$ cat src/audio_cfg_pkg.sv
/*
 * audio streaming constants
 * clock and sample rate, tick divider, frame buffer depth, packet layout
 */
`default_nettype none

package audio_cfg_pkg;

    // ------------------------------------------------------------------------
    // clocking
    // ------------------------------------------------------------------------
    localparam int CLK_HZ         = 60_000_000;           // full-speed core clock
    localparam int SAMPLE_HZ      = 48_000;               // pcm sample rate
    localparam int CLK_PER_SAMPLE = CLK_HZ / SAMPLE_HZ;   // 1250 cycles per tick
    localparam int TICK_CNT_W     = 11;                   // holds 0 .. 1249

    // ------------------------------------------------------------------------
    // buffering and packets
    // ------------------------------------------------------------------------
    localparam int FIFO_AW         = 9;                   // 512 frames per buffer
    localparam int FRAMES_PER_PKT  = 48;                  // one 1 ms usb frame of audio
    localparam int BYTES_PER_FRAME = 4;                   // l lo, l hi, r lo, r hi
    localparam int BYTE_IDX_W      = 2;                   // byte index inside a frame
    localparam int PKT_CNT_W       = 6;                   // frame index inside a packet

endpackage

`default_nettype wire
$ cat src/sample_tick_gen.sv
/*
 * 48 kHz sample tick generator
 * one clock wide pulse every CLK_PER_SAMPLE cycles
 */
`default_nettype none

module sample_tick_gen (
    input  wire  clk,
    input  wire  usb_rstn,
    output logic o_tick
);
    import audio_cfg_pkg::*;

    logic [TICK_CNT_W-1:0] cnt;                          // counts 0 .. CLK_PER_SAMPLE-1

    // first pulse lands CLK_PER_SAMPLE cycles after reset release
    always_ff @(posedge clk or negedge usb_rstn) begin
        if (!usb_rstn) begin
            cnt    <= '0;
            o_tick <= 1'b0;
        end else if (cnt == TICK_CNT_W'(CLK_PER_SAMPLE - 1)) begin
            cnt    <= '0;                                // wrap
            o_tick <= 1'b1;                              // registered tick on wrap
        end else begin
            cnt    <= cnt + 1'b1;
            o_tick <= 1'b0;
        end
    end

endmodule

`default_nettype wire

$ cat config.mk
export PLATFORM = sky130hd
export DESIGN_NAME = sample_tick_gen
export DESIGN_NICKNAME = d
export VERILOG_FILES = /design/src/audio_cfg_pkg.sv /design/src/sample_tick_gen.sv
export SDC_FILE = /design/constraint.sdc
export NUM_CORES = 1
export LEC_CHECK = 0
export BUFFER_PORTS_ARGS = -buffer_cell sky130_fd_sc_hd__buf_2
export CAP_MARGIN = 15
export CORE_AREA = 2 2 39 41
export CTS_BUF_LIST = sky130_fd_sc_hd__clkbuf_4
export DETAILED_ROUTE_END_ITERATION = 7
export DIE_AREA = 0 0 41 43
export PLACE_DENSITY = 0.66
export SYNTH_ARGS = -nofsm -noshare
export SYNTH_HDL_FRONTEND = slang
export SYNTH_SLANG_ARGS = --single-unit
$ cat constraint.sdc
create_clock -name clk -period 2 [get_ports clk]
set_input_delay 0.2 -clock clk [delete_from_list [all_inputs] [get_ports clk]]
set_output_delay 0.2 -clock clk [all_outputs]
set_load 0.02 [all_outputs]
==> summary.md <==
| Metric | Value |
|---|---|
| Sequential area share after synthesis | `53.69%` |
| Hold Crit Class | `primary input to asynchronous set/reset pin` |
| Clk slew on worst S/H paths | `70 ps` |
| Int Pwr | `314.2 uW` |
| Fin crit share | `81.12%` |
| Routed via count | `384` |
| DIE WIDTH | `41 um` |
| Tmin final | `1622 ps` |
| Final #Nets | `61` |
| Leakage | `0.0002628 uW` |
| Crit path from | `cnt[1]` |
| Switching power | `78.32 uW` |
| Slew headroom | `72.09%` |
| Post-DP HPWL | `646.8 um` |
| DIE AREA | `1763 um^2` |
| Reg2reg end | `cnt[6]` |
| CTS Buf Count | `3` |
| Worst r2r src | `cnt[1]` |
| Vias in the first global route | `407` |
| Reg power frac | `61.8%` |
| Total number of yosys warnings | `0` |
| Synth-to-Final Area Change | `11.19%` |
| Cell Rows | `14` |
| CTS tree | `built` |
| Maxcap violations | `0` |
| Clk_skew | `3.992 ps` |
| Initial core utilization | `40.42%` |
| Post-Route WL | `913 um` |
| Comb pwr share | `1.7%` |
| Clock Power Share | `36.5%` |
| # diodes | `0` |
| Clock Tree Root | `clkbuf_4` |
| Synthesized net count | `53` |
| Resized cells post-CTS | `0` |
| Least-Margin Pin Slew | `417.2 ps` |
| Max Clk Rate | `616.4 MHz` |
| Sw frac | `19.95%` |
| Clock sink total | `12` |
| Clk buf depth | `2` |
| CP Class | `flop to flop` |
| Share of layout cells above drive strength 1 | `20.00%` |
| H-tree levels | `1` |
| PwrDens | `631.3 nW/um^2` |
| Outcome | `completed` |
| GRT overflow | `0` |
| Startpoint Class | `flop` |
| Pin count of the biggest net entering global routing | `13` |
| Sequential Area | `300.3 um^2` |
| Yosys cell types | `19` |
| IO buf count | `2` |
| Final setup viols | `0` |
| DRC errors left | `0` |
| Syn Inst Count | `49` |
| Yosys reg bits | `12` |
| Crit path to | `cnt[6]` |
| CP endpoint kind | `flop` |
| Die Y-Extent | `43 um` |
| Worst endpoint data arrival time | `1760 ps` |
| Final total power | `392.6 uW` |
| Unrepaired setup endpoints after global routing | `false` |
| Core Region | `1384 um^2` |
| First-pass GRT wire length | `1697 um` |
| DR pass1 iterations | `5` |
| Max FO, Critical Path | `8` |
| R2r setup slk | `380 ps` |
| Post-route setup TNS | `0 ps` |
| Fill cell count | `133` |
| GRT Util Overall | `15.11%` |
| Post-route ant nets | `0` |
| Io pins | `3` |
| Post-CTS setup buffer count | `0` |
| Post-Syn Area | `559.3 um^2` |
| Slew Viols, Final | `0` |
| Worst-Skew Late Latency | `270 ps` |
| DR WL/cell | `12.86 um` |
| Initial antenna violation count | `0` |
| Area of the multi-input gates | `255.2 um^2` |
| Placer Congestion | `0.7729` |
| DR iter-0 viols | `2` |
| Synthesized area per cell | `11.41 um^2` |
| Reg2Reg Depth | `5` |
| Via-per-instance ratio | `5.408` |
| Worst vdd ir | `494.9 uV` |
| Final Hold Vio Count | `0` |
| WP data required | `2130 ps` |
## flip-flops by register name, summed over array words and instances, names as in the netlist
signal / cells
cnt: 11
o_tick: 1
## worst max-delay path, stage by stage, from the launching register on
cell     delay (ps)
dfrtp_1         400
inv_1            60
ha_1            130
or4b_4          460
nor3_4          350
a21oi_1          80
## worst min-delay path by stage
stage | end | depth (start not counted)
floorplan | cnt[0] | 0
global placement | cnt[3] | 1
detailed placement | cnt[4] | 1
CTS | cnt[5] | 2
global route | cnt[5] | 2
finish | cnt[2] | 2
## Yosys cell counts
library cell  instances  share of area, %
or4b_4                1               2.5
nand4bb_1             1               2.0
or3_1                 3               3.4
a21oi_1               3               2.7
xor2_1                2               3.1
dfrtp_1              12                54
nor3_4                1               2.9
o21ai_0               3               2.7
inv_1                 1              0.67
a21oi_2               1               1.6
ha_1                  2               4.5
nor3_1                2               1.8
nand3_1               4               3.6
xnor2_1               3               4.7
nand4_1               2               2.2
nand2_1               3               2.0
or4_1                 1               1.3
o31ai_1               1               1.3
nor2_2                3               3.4
## through the flow
stage	worst slack [ps]	instance area (um^2)	std cells	hold WS (ps)	utilization [%]
detailed placement	367.1	589.3	67	89.84	42.59
finish	377.6	621.8	71	338.7	44.94
floorplan	523.4	559.3	49	-95.59	-
global route	250.4	621.8	71	369.4	44.94
CTS	362.5	621.8	71	341.0	44.94
global placement	409.5	589.3	67	89.80	42.59
## metal layers
| layer | track usage (%) | wire [um] | vias up |
|---|---|---|---|
| li1 | - | - | 190 |
| met1 | 19.79 | 409 | 186 |
| met2 | 20.63 | 436 | 6 |
| met3 | 4.712 | 39 | 2 |
| met4 | 10.00 | 27 | 0 |
| met5 | 0 | 0 | - |
## power groups by stage
| stage | logic [uW] | registers, uW | clock network (uW) |
|---|---|---|---|
| finish | 6.73 | 243 | 143 |
| global placement | 5.57 | 247 | 0 |
| floorplan | 0.0000821 | 247 | 0 |
| CTS | 7.13 | 243 | 148 |
| detailed placement | 5.57 | 247 | 0 |
| global route | 8.12 | 242 | 162 |
## final cells by class
cell class	count	share of cell area [%]
inverters	1	0.6036
repair buffers	3	3.219
clock buffers	3	3.622
multi-input cells	36	41.05
flip-flops and latches	12	48.29
well taps	16	3.219
## kinds of logic (layout without fill, tap and decap cells)
family                     after synthesis  count (layout)  share of synthesized area, %
and+or+nand+nor                         21              21                         25.06
xor gates and xnor gates                 5               5                         7.831
adders and majority gates                2               2                         4.474
AOI/OAI and AO/OA                        8               8                         8.277
buffers and inverters                    1               7                        0.6705
DFF                                     12              12                         53.69
## cells in the final DEF, fill, tap and decap left out
cell / synthesis / routed
inv_1: 1 / 1
or3_1: 3 / 3
dfrtp_1: 12 / 12
dlygate4sd3_1: 0 / 1
xnor2_1: 3 / 3
a21oi_1: 3 / 3
nand2_1: 3 / 3
nor3_1: 2 / 2
buf_2: 0 / 2
xor2_1: 2 / 2
o31ai_1: 1 / 1
o21ai_0: 3 / 3
nor2_2: 3 / 3
nand4bb_1: 1 / 1
nand3_1: 4 / 4
or4_1: 1 / 1
or4b_4: 1 / 1
a21oi_2: 1 / 1
clkbuf_4: 0 / 3
nand4_1: 2 / 2
ha_1: 2 / 2
nor3_4: 1 / 1
## what timing repair did
item                                    in CTS  in global routing
endpoints found under the hold margin       12                  0
endpoints found under the setup margin       0                  0
hold buffers                                 1                  0
(Power assumes the default switching activity.)
