File: src/audio_types_pkg.sv
/*
 * audio streaming types
 * pcm sample and frame, usb payload byte, OUT stream bundle,
 * IN packetizer FSM states
 */
`default_nettype none

package audio_types_pkg;

    typedef logic signed [15:0] pcm_sample_t;           // one channel sample

    // right sits in the high half, matching the byte order on the wire
    typedef struct packed {
        pcm_sample_t right;
        pcm_sample_t left;
    } pcm_frame_t;

    typedef logic [7:0] usb_byte_t;                      // isochronous payload byte

    // host-to-device stream, valid only since iso OUT cannot be stalled
    typedef struct packed {
        logic      valid;
        usb_byte_t data;
    } out_stream_t;

    typedef enum logic [1:0] {
        PKT_IDLE = 2'd0,                                 // waiting for first sof
        PKT_SEND = 2'd1,                                 // streaming packet bytes
        PKT_DONE = 2'd2                                  // packet complete
    } pkt_state_e;

endpackage

`default_nettype wire

File: src/audio_cfg_pkg.sv
/*
 * audio streaming constants
 * clock and sample rate, tick divider, frame buffer depth, packet layout
 */
`default_nettype none

package audio_cfg_pkg;

    // ------------------------------------------------------------------------
    // clocking
    // ------------------------------------------------------------------------
    localparam int CLK_HZ         = 60_000_000;           // full-speed core clock
    localparam int SAMPLE_HZ      = 48_000;               // pcm sample rate
    localparam int CLK_PER_SAMPLE = CLK_HZ / SAMPLE_HZ;   // 1250 cycles per tick
    localparam int TICK_CNT_W     = 11;                   // holds 0 .. 1249

    // ------------------------------------------------------------------------
    // buffering and packets
    // ------------------------------------------------------------------------
    localparam int FIFO_AW         = 9;                   // 512 frames per buffer
    localparam int FRAMES_PER_PKT  = 48;                  // one 1 ms usb frame of audio
    localparam int BYTES_PER_FRAME = 4;                   // l lo, l hi, r lo, r hi
    localparam int BYTE_IDX_W      = 2;                   // byte index inside a frame
    localparam int PKT_CNT_W       = 6;                   // frame index inside a packet

endpackage

`default_nettype wire
File: src/pcm_deframer.sv
/*
 * host-to-device deframer
 * packs OUT bytes into pcm frames, low byte first,
 * start-of-frame drops a partial frame
 */
`default_nettype none

module pcm_deframer (
    input  wire                               clk,
    input  wire                               usb_rstn,
    input  wire                               i_sof,
    input  wire audio_types_pkg::out_stream_t i_out,
    output audio_types_pkg::pcm_frame_t       o_frame,
    output logic                              o_frame_valid
);
    import audio_cfg_pkg::*;

    logic [BYTE_IDX_W-1:0] byte_cnt;                     // bytes seen in current frame
    logic                  take;                         // byte accepted this cycle

    assign take = i_out.valid && !i_sof;                 // sof wins over a byte

    always_ff @(posedge clk or negedge usb_rstn) begin
        if (!usb_rstn) begin
            byte_cnt      <= '0;
            o_frame_valid <= 1'b0;
        end else begin
            o_frame_valid <= take && (byte_cnt == BYTE_IDX_W'(BYTES_PER_FRAME - 1));
            if (i_sof) begin
                byte_cnt <= '0;                          // resync to packet start
            end else if (take) begin
                byte_cnt <= byte_cnt + 1'b1;             // wraps after fourth byte
            end
        end
    end

    // new byte enters at the top, so the first byte ends up in bits 7:0
    always_ff @(posedge clk) begin
        if (take) begin
            o_frame <= {i_out.data, o_frame[31:8]};
        end
    end

endmodule

`default_nettype wire

File: config.mk
export PLATFORM = sky130hd
export DESIGN_NAME = pcm_deframer
export DESIGN_NICKNAME = d
export VERILOG_FILES = /design/src/audio_types_pkg.sv /design/src/audio_cfg_pkg.sv /design/src/pcm_deframer.sv
export SDC_FILE = /design/constraint.sdc
export NUM_CORES = 1
export LEC_CHECK = 0
export ABC_AREA = 1
export BUFFER_PORTS_ARGS = -buffer_cell sky130_fd_sc_hd__buf_2
export CAP_MARGIN = 20
export CELL_PAD_IN_SITES_DETAIL_PLACEMENT = 1
export CELL_PAD_IN_SITES_GLOBAL_PLACEMENT = 1
export CORE_MARGIN = 1
export CORE_UTILIZATION = 40
export CTS_CLUSTER_SIZE = 14
export DETAILED_ROUTE_END_ITERATION = 16
export PLACE_DENSITY_LB_ADDON = 0.08
export RECOVER_POWER = 50
export SLEW_MARGIN = 10
export SYNTH_ARGS = -nofsm -noshare
export SYNTH_HDL_FRONTEND = slang
export SYNTH_SLANG_ARGS = --single-unit
File: constraint.sdc
create_clock -name clk -period 2.5 [get_ports clk]
set_input_delay 0.375 -clock clk [delete_from_list [all_inputs] [get_ports clk]]
set_output_delay 0.375 -clock clk [all_outputs]
set_load 0.005 [all_outputs]
==> impl_metrics.tcl, run 1 <==
set metrics [dict create \
    cts_made_buffers 5 \
    core_area_um2 2540 \
    grt_usage_pct 12.6 \
    min_path_type "input pin to register" \
    fin_util_pct 56.1 \
    syn2layout_area_growth_pct 29.8 \
    drc 0 \
    post_cts_resized 0 \
    initial_core_util_pct 43.3 \
    cts_buffer_depth 2 \
    wl_per_cell_um 13.2 \
    finalSetupTns_ns 0 \
    internal_power_w 0.000793 \
    syn-num-nets 61 \
    swShare_pct 21.0 \
    ir_drop_mv 0.511 \
    synth.distinct_cells 9 \
    worstSetupPathDepth 1 \
    grt_overflow_total 0 \
    synthTopCellsByArea "edfxtp_1 87%, dfrtp_1 6.8%, nand2_1 1.4%" \
    yosys.cell_count.top_type "edfxtp_1" \
    die_height_um 54.5 \
    hold_violations 0 \
    total_power_w 0.00100 \
    dp.cells 123 \
    cts_root_buffer "clkbuf_4" \
    whs_ns 0.226 \
    clock-sinks 35 \
    cpLargestDelayFamily "flip-flops" \
    finalCriticalPeriod_ns 1.25 \
    fin_nets 114 \
    ys_warn_count 0 \
    fillCellCount 265 \
    slew_violations 0 \
    yosysTopAreaCellShare_pct 87.3 \
    grt_pass1_wl_um 2390 \
    fin_cells 132 \
    crit_slowest_cell "edfxtp_1" \
    path_cells "buf_2" \
    antennaDiodeCount 0 \
    min_path_cells 1 \
    routed_via_density 4.62 \
    p_switching_w 0.000210 \
    routed_wl_um 1740 \
    reg2reg_depth 3 \
    cts_max_level 2 \
    arrival_ns 0.88 \
    power_frac_comb_pct 5.0 \
    rsz0062_at_grt "false" \
    p_leak_nw 0.604 \
    antenna_found_initial 0 \
    dr.pass1.iters 2 \
    synth_ff_type "edfxtp_1" \
    ant_nets 0 \
    num_vias 610 \
    cp_max_fo 2 \
    pwr-share-seq_pct 67.4 \
    yosys.area.top_type "edfxtp_1" \
    setup_viol 0 \
    std_cell_rows 18 \
    netlist_instances 48 \
    drive_gt1_share_pct 52.0 \
    post-cts-setup-buffers 0 \
    worstSetupStartpointType "register" \
    cpPeakStageDelay_ns 0.42 \
    dp_hpwl_um 1230 \
    clk_latency_ns 0.32 \
    max_freq_mhz 797 \
    gp_congestion 0.614 \
    syn-cell-area_um2 1100 \
    power.density_nw_per_um2 702 \
    synth_commonest_cells "32 x edfxtp_1, 4 x nand2_1, 3 x dfrtp_1, 3 x inv_1, 2 x nand3_1" \
    drt_iter0_drc 13 \
    maxCapViolCount 0 \
    endpoint_kind "output port" \
    crit_required_ns 2.12 \
    io_pins 45 \
    pwr-share-clk_pct 27.7 \
    portBuffers 44 \
    die_w_um 54.5 \
    worst_slew_pin_slew_ns 0.393 \
    ys_ff_latch 35 \
    slew_headroom_pct 73.8 \
    worstPathBufferInverterCount 1 \
    synth_edf_count 32 \
    path_clk_slew_ns 0.10 \
    ys_seq_area_share_pct 94.1 \
    outcome "finished clean" \
    die_area_um2 2970 \
    period_share_pct 50.2 \
    ys_async_sr_fraction_pct 8.57 \
    grt_max_degree 33 \
    skew_ns 0.00654 \
    critical_path_class "register to output port" \
    cts_tree "built" \
    grt_pass1_vias 554 \
    syn-mean-instance-area_um2 22.9 \
]
==> placed cells by master (no fill, tap or decap) <==
| cell | netlist | final |
|---|---|---|
| buf_2 | 0 | 42 |
| inv_1 | 3 | 3 |
| buf_4 | 0 | 1 |
| and3_1 | 1 | 1 |
| ha_1 | 1 | 1 |
| dfrtp_1 | 3 | 3 |
| nand2_1 | 4 | 4 |
| nand3_1 | 2 | 2 |
| nor2_2 | 1 | 2 |
| edfxtp_1 | 32 | 32 |
| dlygate4sd3_1 | 0 | 1 |
| clkbuf_4 | 0 | 5 |
| clkinv_2 | 0 | 3 |
| clkbuf_1 | 0 | 2 |
==> layer usage <==
| metal | global-route usage (%) | vias to the layer above | wire length [µm] |
|---|---|---|---|
| met3 | 5.83 | 2 | 116 |
| li1 | - | 283 | - |
| met4 | 5.13 | 0 | 13 |
| met5 | 0 | - | 0 |
| met2 | 23.6 | 28 | 992 |
| met1 | 11.3 | 297 | 615 |
==> power by group through the flow <==
stage	Combinational [W]	Clock [W]	Sequential (W)
3_3_place_gp	0.0000486	0	0.000687
4_1_cts	0.0000517	0.000291	0.000676
3_5_place_dp	0.0000502	0	0.000689
6_report	0.0000498	0.000278	0.000676
5_1_grt	0.0000567	0.000310	0.000679
2_1_floorplan	0.0000126	0	0.000691
==> metrics by stage <==
stage                     instance area [µm²]  setup slack [ns]
after global placement                   1370              1.17
after global routing                     1430              1.19
after detailed placement                 1370              1.14
after CTS                                1430              1.21
final                                    1430              1.25
after floorplan                          1100             0.314
==> final timing paths <==
path	start	end	slack, ns
min in group asynchronous	usb_rstn	byte_cnt[1]	0.38
max reg2reg	byte_cnt[0]	byte_cnt[1]	1.56
max	o_frame[16]	o_frame[16]	1.25
min	i_out[2]	o_frame[26]	0.23
min reg2reg	o_frame[9]	o_frame[1]	0.44
max in group asynchronous	usb_rstn	byte_cnt[0]	1.95
==> state kept, by name (all words and copies together) (netlist names) <==
| signal | count |
|---|---|
| o_frame | 32 |
| byte_cnt | 2 |
| o_frame_valid | 1 |
==> cell families after synthesis <==
| logic type | count (synthesis) | synth area share (%) |
|---|---|---|
| adders and majority gates | 1 | 1.14 |
| and+or+nand+nor | 9 | 3.75 |
| buffers and inverters | 3 | 1.02 |
| DFF | 35 | 94.1 |
==> layout make-up <==
| type | instances | area (µm²) | area share [%] |
|---|---|---|---|
| Timing Repair Buffer | 46 | 235 | 16.5 |
| Clock buffer | 5 | 37.5 | 2.63 |
| Inverter | 3 | 11.3 | 0.788 |
| Multi-Input combinational cell | 10 | 56.3 | 3.94 |
| Tap cell | 30 | 37.5 | 2.63 |
| Clock inverter | 3 | 15.0 | 1.05 |
| Sequential cell | 35 | 1040 | 72.5 |
==> repair_timing <==
item	in CTS	in global routing
hold buffers	1	0
endpoints found under the hold margin	3	0
endpoints found under the setup margin	0	0
Power figures use the tool's default switching activity.
==> run 2: changes to the inputs <==
--- a/config.mk
+++ b/config.mk
@@ -11,7 +11,7 @@
 export CELL_PAD_IN_SITES_DETAIL_PLACEMENT = 1
 export CELL_PAD_IN_SITES_GLOBAL_PLACEMENT = 1
 export CORE_MARGIN = 1
-export CORE_UTILIZATION = 40
+export CORE_UTILIZATION = 37
 export CTS_CLUSTER_SIZE = 14
 export DETAILED_ROUTE_END_ITERATION = 16
 export PLACE_DENSITY_LB_ADDON = 0.08
==> constraint.sdc (replaced) <==
create_clock -name clk -period 1.2 [get_ports clk]
set_input_delay 0.18 -clock clk [delete_from_list [all_inputs] [get_ports clk]]
set_output_delay 0.18 -clock clk [all_outputs]
set_load 0.005 [all_outputs]
==> impl_metrics.tcl, run 2 (same netlist as run 1, synthesis figures left out) <==
set metrics [dict create \
    multi_input_comb_area_um2 61.3 \
    wl_per_cell_um 12.7 \
    drt_iter0_drc 14 \
    largest_reg_flops 32 \
    crit_slowest_cell "edfxtp_1" \
    top_register "o_frame" \
    grt_pass1_vias 645 \
    crit_required_ns 1.02 \
    pwr-share-clk_pct 39.8 \
    worstPathBufferInverterCount 1 \
    layout_commonest_cell "buf_2" \
    max_freq_mhz 945 \
    fin_nets 115 \
    cts_tree "built" \
    slew_violations 0 \
    ir_drop_mv 0.979 \
    core_area_um2 2780 \
    reg_top3 "o_frame (32), byte_cnt (2), o_frame_valid (1)" \
    clock-sinks 35 \
    dp.cells 124 \
    grt_usage_pct 12.4 \
    postCtsHoldBufs 1 \
    die_w_um 56.6 \
    period_share_pct 88.1 \
    post_cts_resized 0 \
    std_cell_rows 19 \
    internal_power_w 0.00209 \
    die_height_um 56.6 \
    worst_slew_pin_slew_ns 0.670 \
    p_switching_w 0.000431 \
    fillCellCount 275 \
    dr.pass1.iters 3 \
    cts_buffer_depth 2 \
    path_clk_slew_ns 0.10 \
    grt_overflow_total 0 \
    finalCriticalPeriod_ns 1.06 \
    gp_congestion 0.686 \
    cp_max_fo 2 \
    fin_cells 134 \
    worstSetupStartpointType "register" \
    routed_wl_um 1710 \
    cpPeakStageDelay_ns 0.41 \
    portBuffers 44 \
    slew_headroom_pct 55.4 \
    cpLargestDelayFamily "flip-flops" \
    maxCapViolCount 0 \
    syn2layout_area_growth_pct 35.6 \
    io_pins 45 \
    place_area_um2 1390 \
    seqCellArea_um2 1040 \
    grt_pass1_wl_um 2840 \
    cts_root_buffer "clkbuf_4" \
    layout_common_cells "44 x buf_2, 32 x edfxtp_1, 5 x clkbuf_4" \
    pwr-share-seq_pct 55.9 \
    cts_max_level 2 \
    swShare_pct 17.1 \
    post-cts-setup-buffers 0 \
    final_cell_area_um2 1490 \
    drive_gt1_share_pct 51.5 \
    whs_ns 0.0291 \
    antenna_found_initial 0 \
    grt_max_degree 33 \
    clk_latency_ns 0.32 \
    cts_made_buffers 5 \
    arrival_ns 0.88 \
    antennaDiodeCount 0 \
    num_vias 611 \
    finalSetupTns_ns 0 \
    hold_violations 0 \
    ant_nets 0 \
    setup_viol 0 \
    power.density_nw_per_um2 1690 \
    p_leak_nw 0.629 \
    endpoint_kind "output port" \
    rsz0062_at_grt "false" \
    skew_ns 0.00566 \
    routed_via_density 4.56 \
    drc 0 \
    path_cells "buf_2" \
    initial_core_util_pct 39.6 \
    outcome "finished clean" \
    critical_path_class "register to output port" \
    power_frac_comb_pct 4.3 \
    min_path_type "input pin to register" \
    die_area_um2 3200 \
]
## run 2: changes by cell type in the layout (fill, tap and decap cells not counted), sizes merged
| cell | change |
|---|---|
| buf | +1 |
| dlygate4sd3 | +1 |
| clkinv | -3 |
| bufinv | +2 |
## run 2: worst register-to-register path: cells and delay by family (launching register included)
kind | cells | cell delay, ns
fa+ha+maj | 1 | 0.30
flops | 1 | 0.41
simple gates | 2 | 0.15
## run 2: routing by layer
| layer | track usage, % | part of all wire [%] |
|---|---|---|
| met3 | 5.07 | 7.1 |
| met1 | 11.4 | 32 |
| met2 | 22.9 | 59 |
| met5 | 0 | 0 |
| met4 | 6.27 | 1.4 |
## run 2: worst paths after layout
check,from,cells past startpoint,endpoint,slack [ns]
min in group asynchronous,usb_rstn,2,byte_cnt[0],0.19
min reg2reg,o_frame[19],0,o_frame[11],0.45
max reg2reg,byte_cnt[0],3,byte_cnt[1],0.25
max,o_frame[10],1,o_frame[10],0.14
max in group asynchronous,usb_rstn,2,byte_cnt[1],0.86
min,i_out[7],1,o_frame[31],0.03
## run 2: power groups by stage
stage / Clock [W] / Combinational (W) / Sequential [W]
6_report: 0.00100 / 0.000109 / 0.00141
5_1_grt: 0.00109 / 0.000121 / 0.00141
3_3_place_gp: 0 / 0.000108 / 0.00143
3_5_place_dp: 0 / 0.000114 / 0.00143
4_1_cts: 0.00104 / 0.000117 / 0.00141
2_1_floorplan: 0 / 0.0000283 / 0.00144
## run 2: layout make-up
type | instances | share of cell area (%)
Clock inverter | 2 | 4.02
Timing Repair Buffer | 47 | 16.3
Tap cell | 31 | 2.60
Sequential cell | 35 | 69.4
Clock buffer | 6 | 2.77
Multi-Input combinational cell | 10 | 4.11
Inverter | 3 | 0.754
## run 2: metrics by stage
stage / setup slack, ns / total power (W) / utilization [%]
after floorplan: 0.0941 / 0.00147 / -
after global placement: 0.215 / 0.00154 / 49.9
after detailed placement: 0.188 / 0.00155 / 49.9
after CTS: 0.106 / 0.00256 / 53.9
after global routing: 0.0798 / 0.00262 / 53.7
final: 0.142 / 0.00252 / 53.7
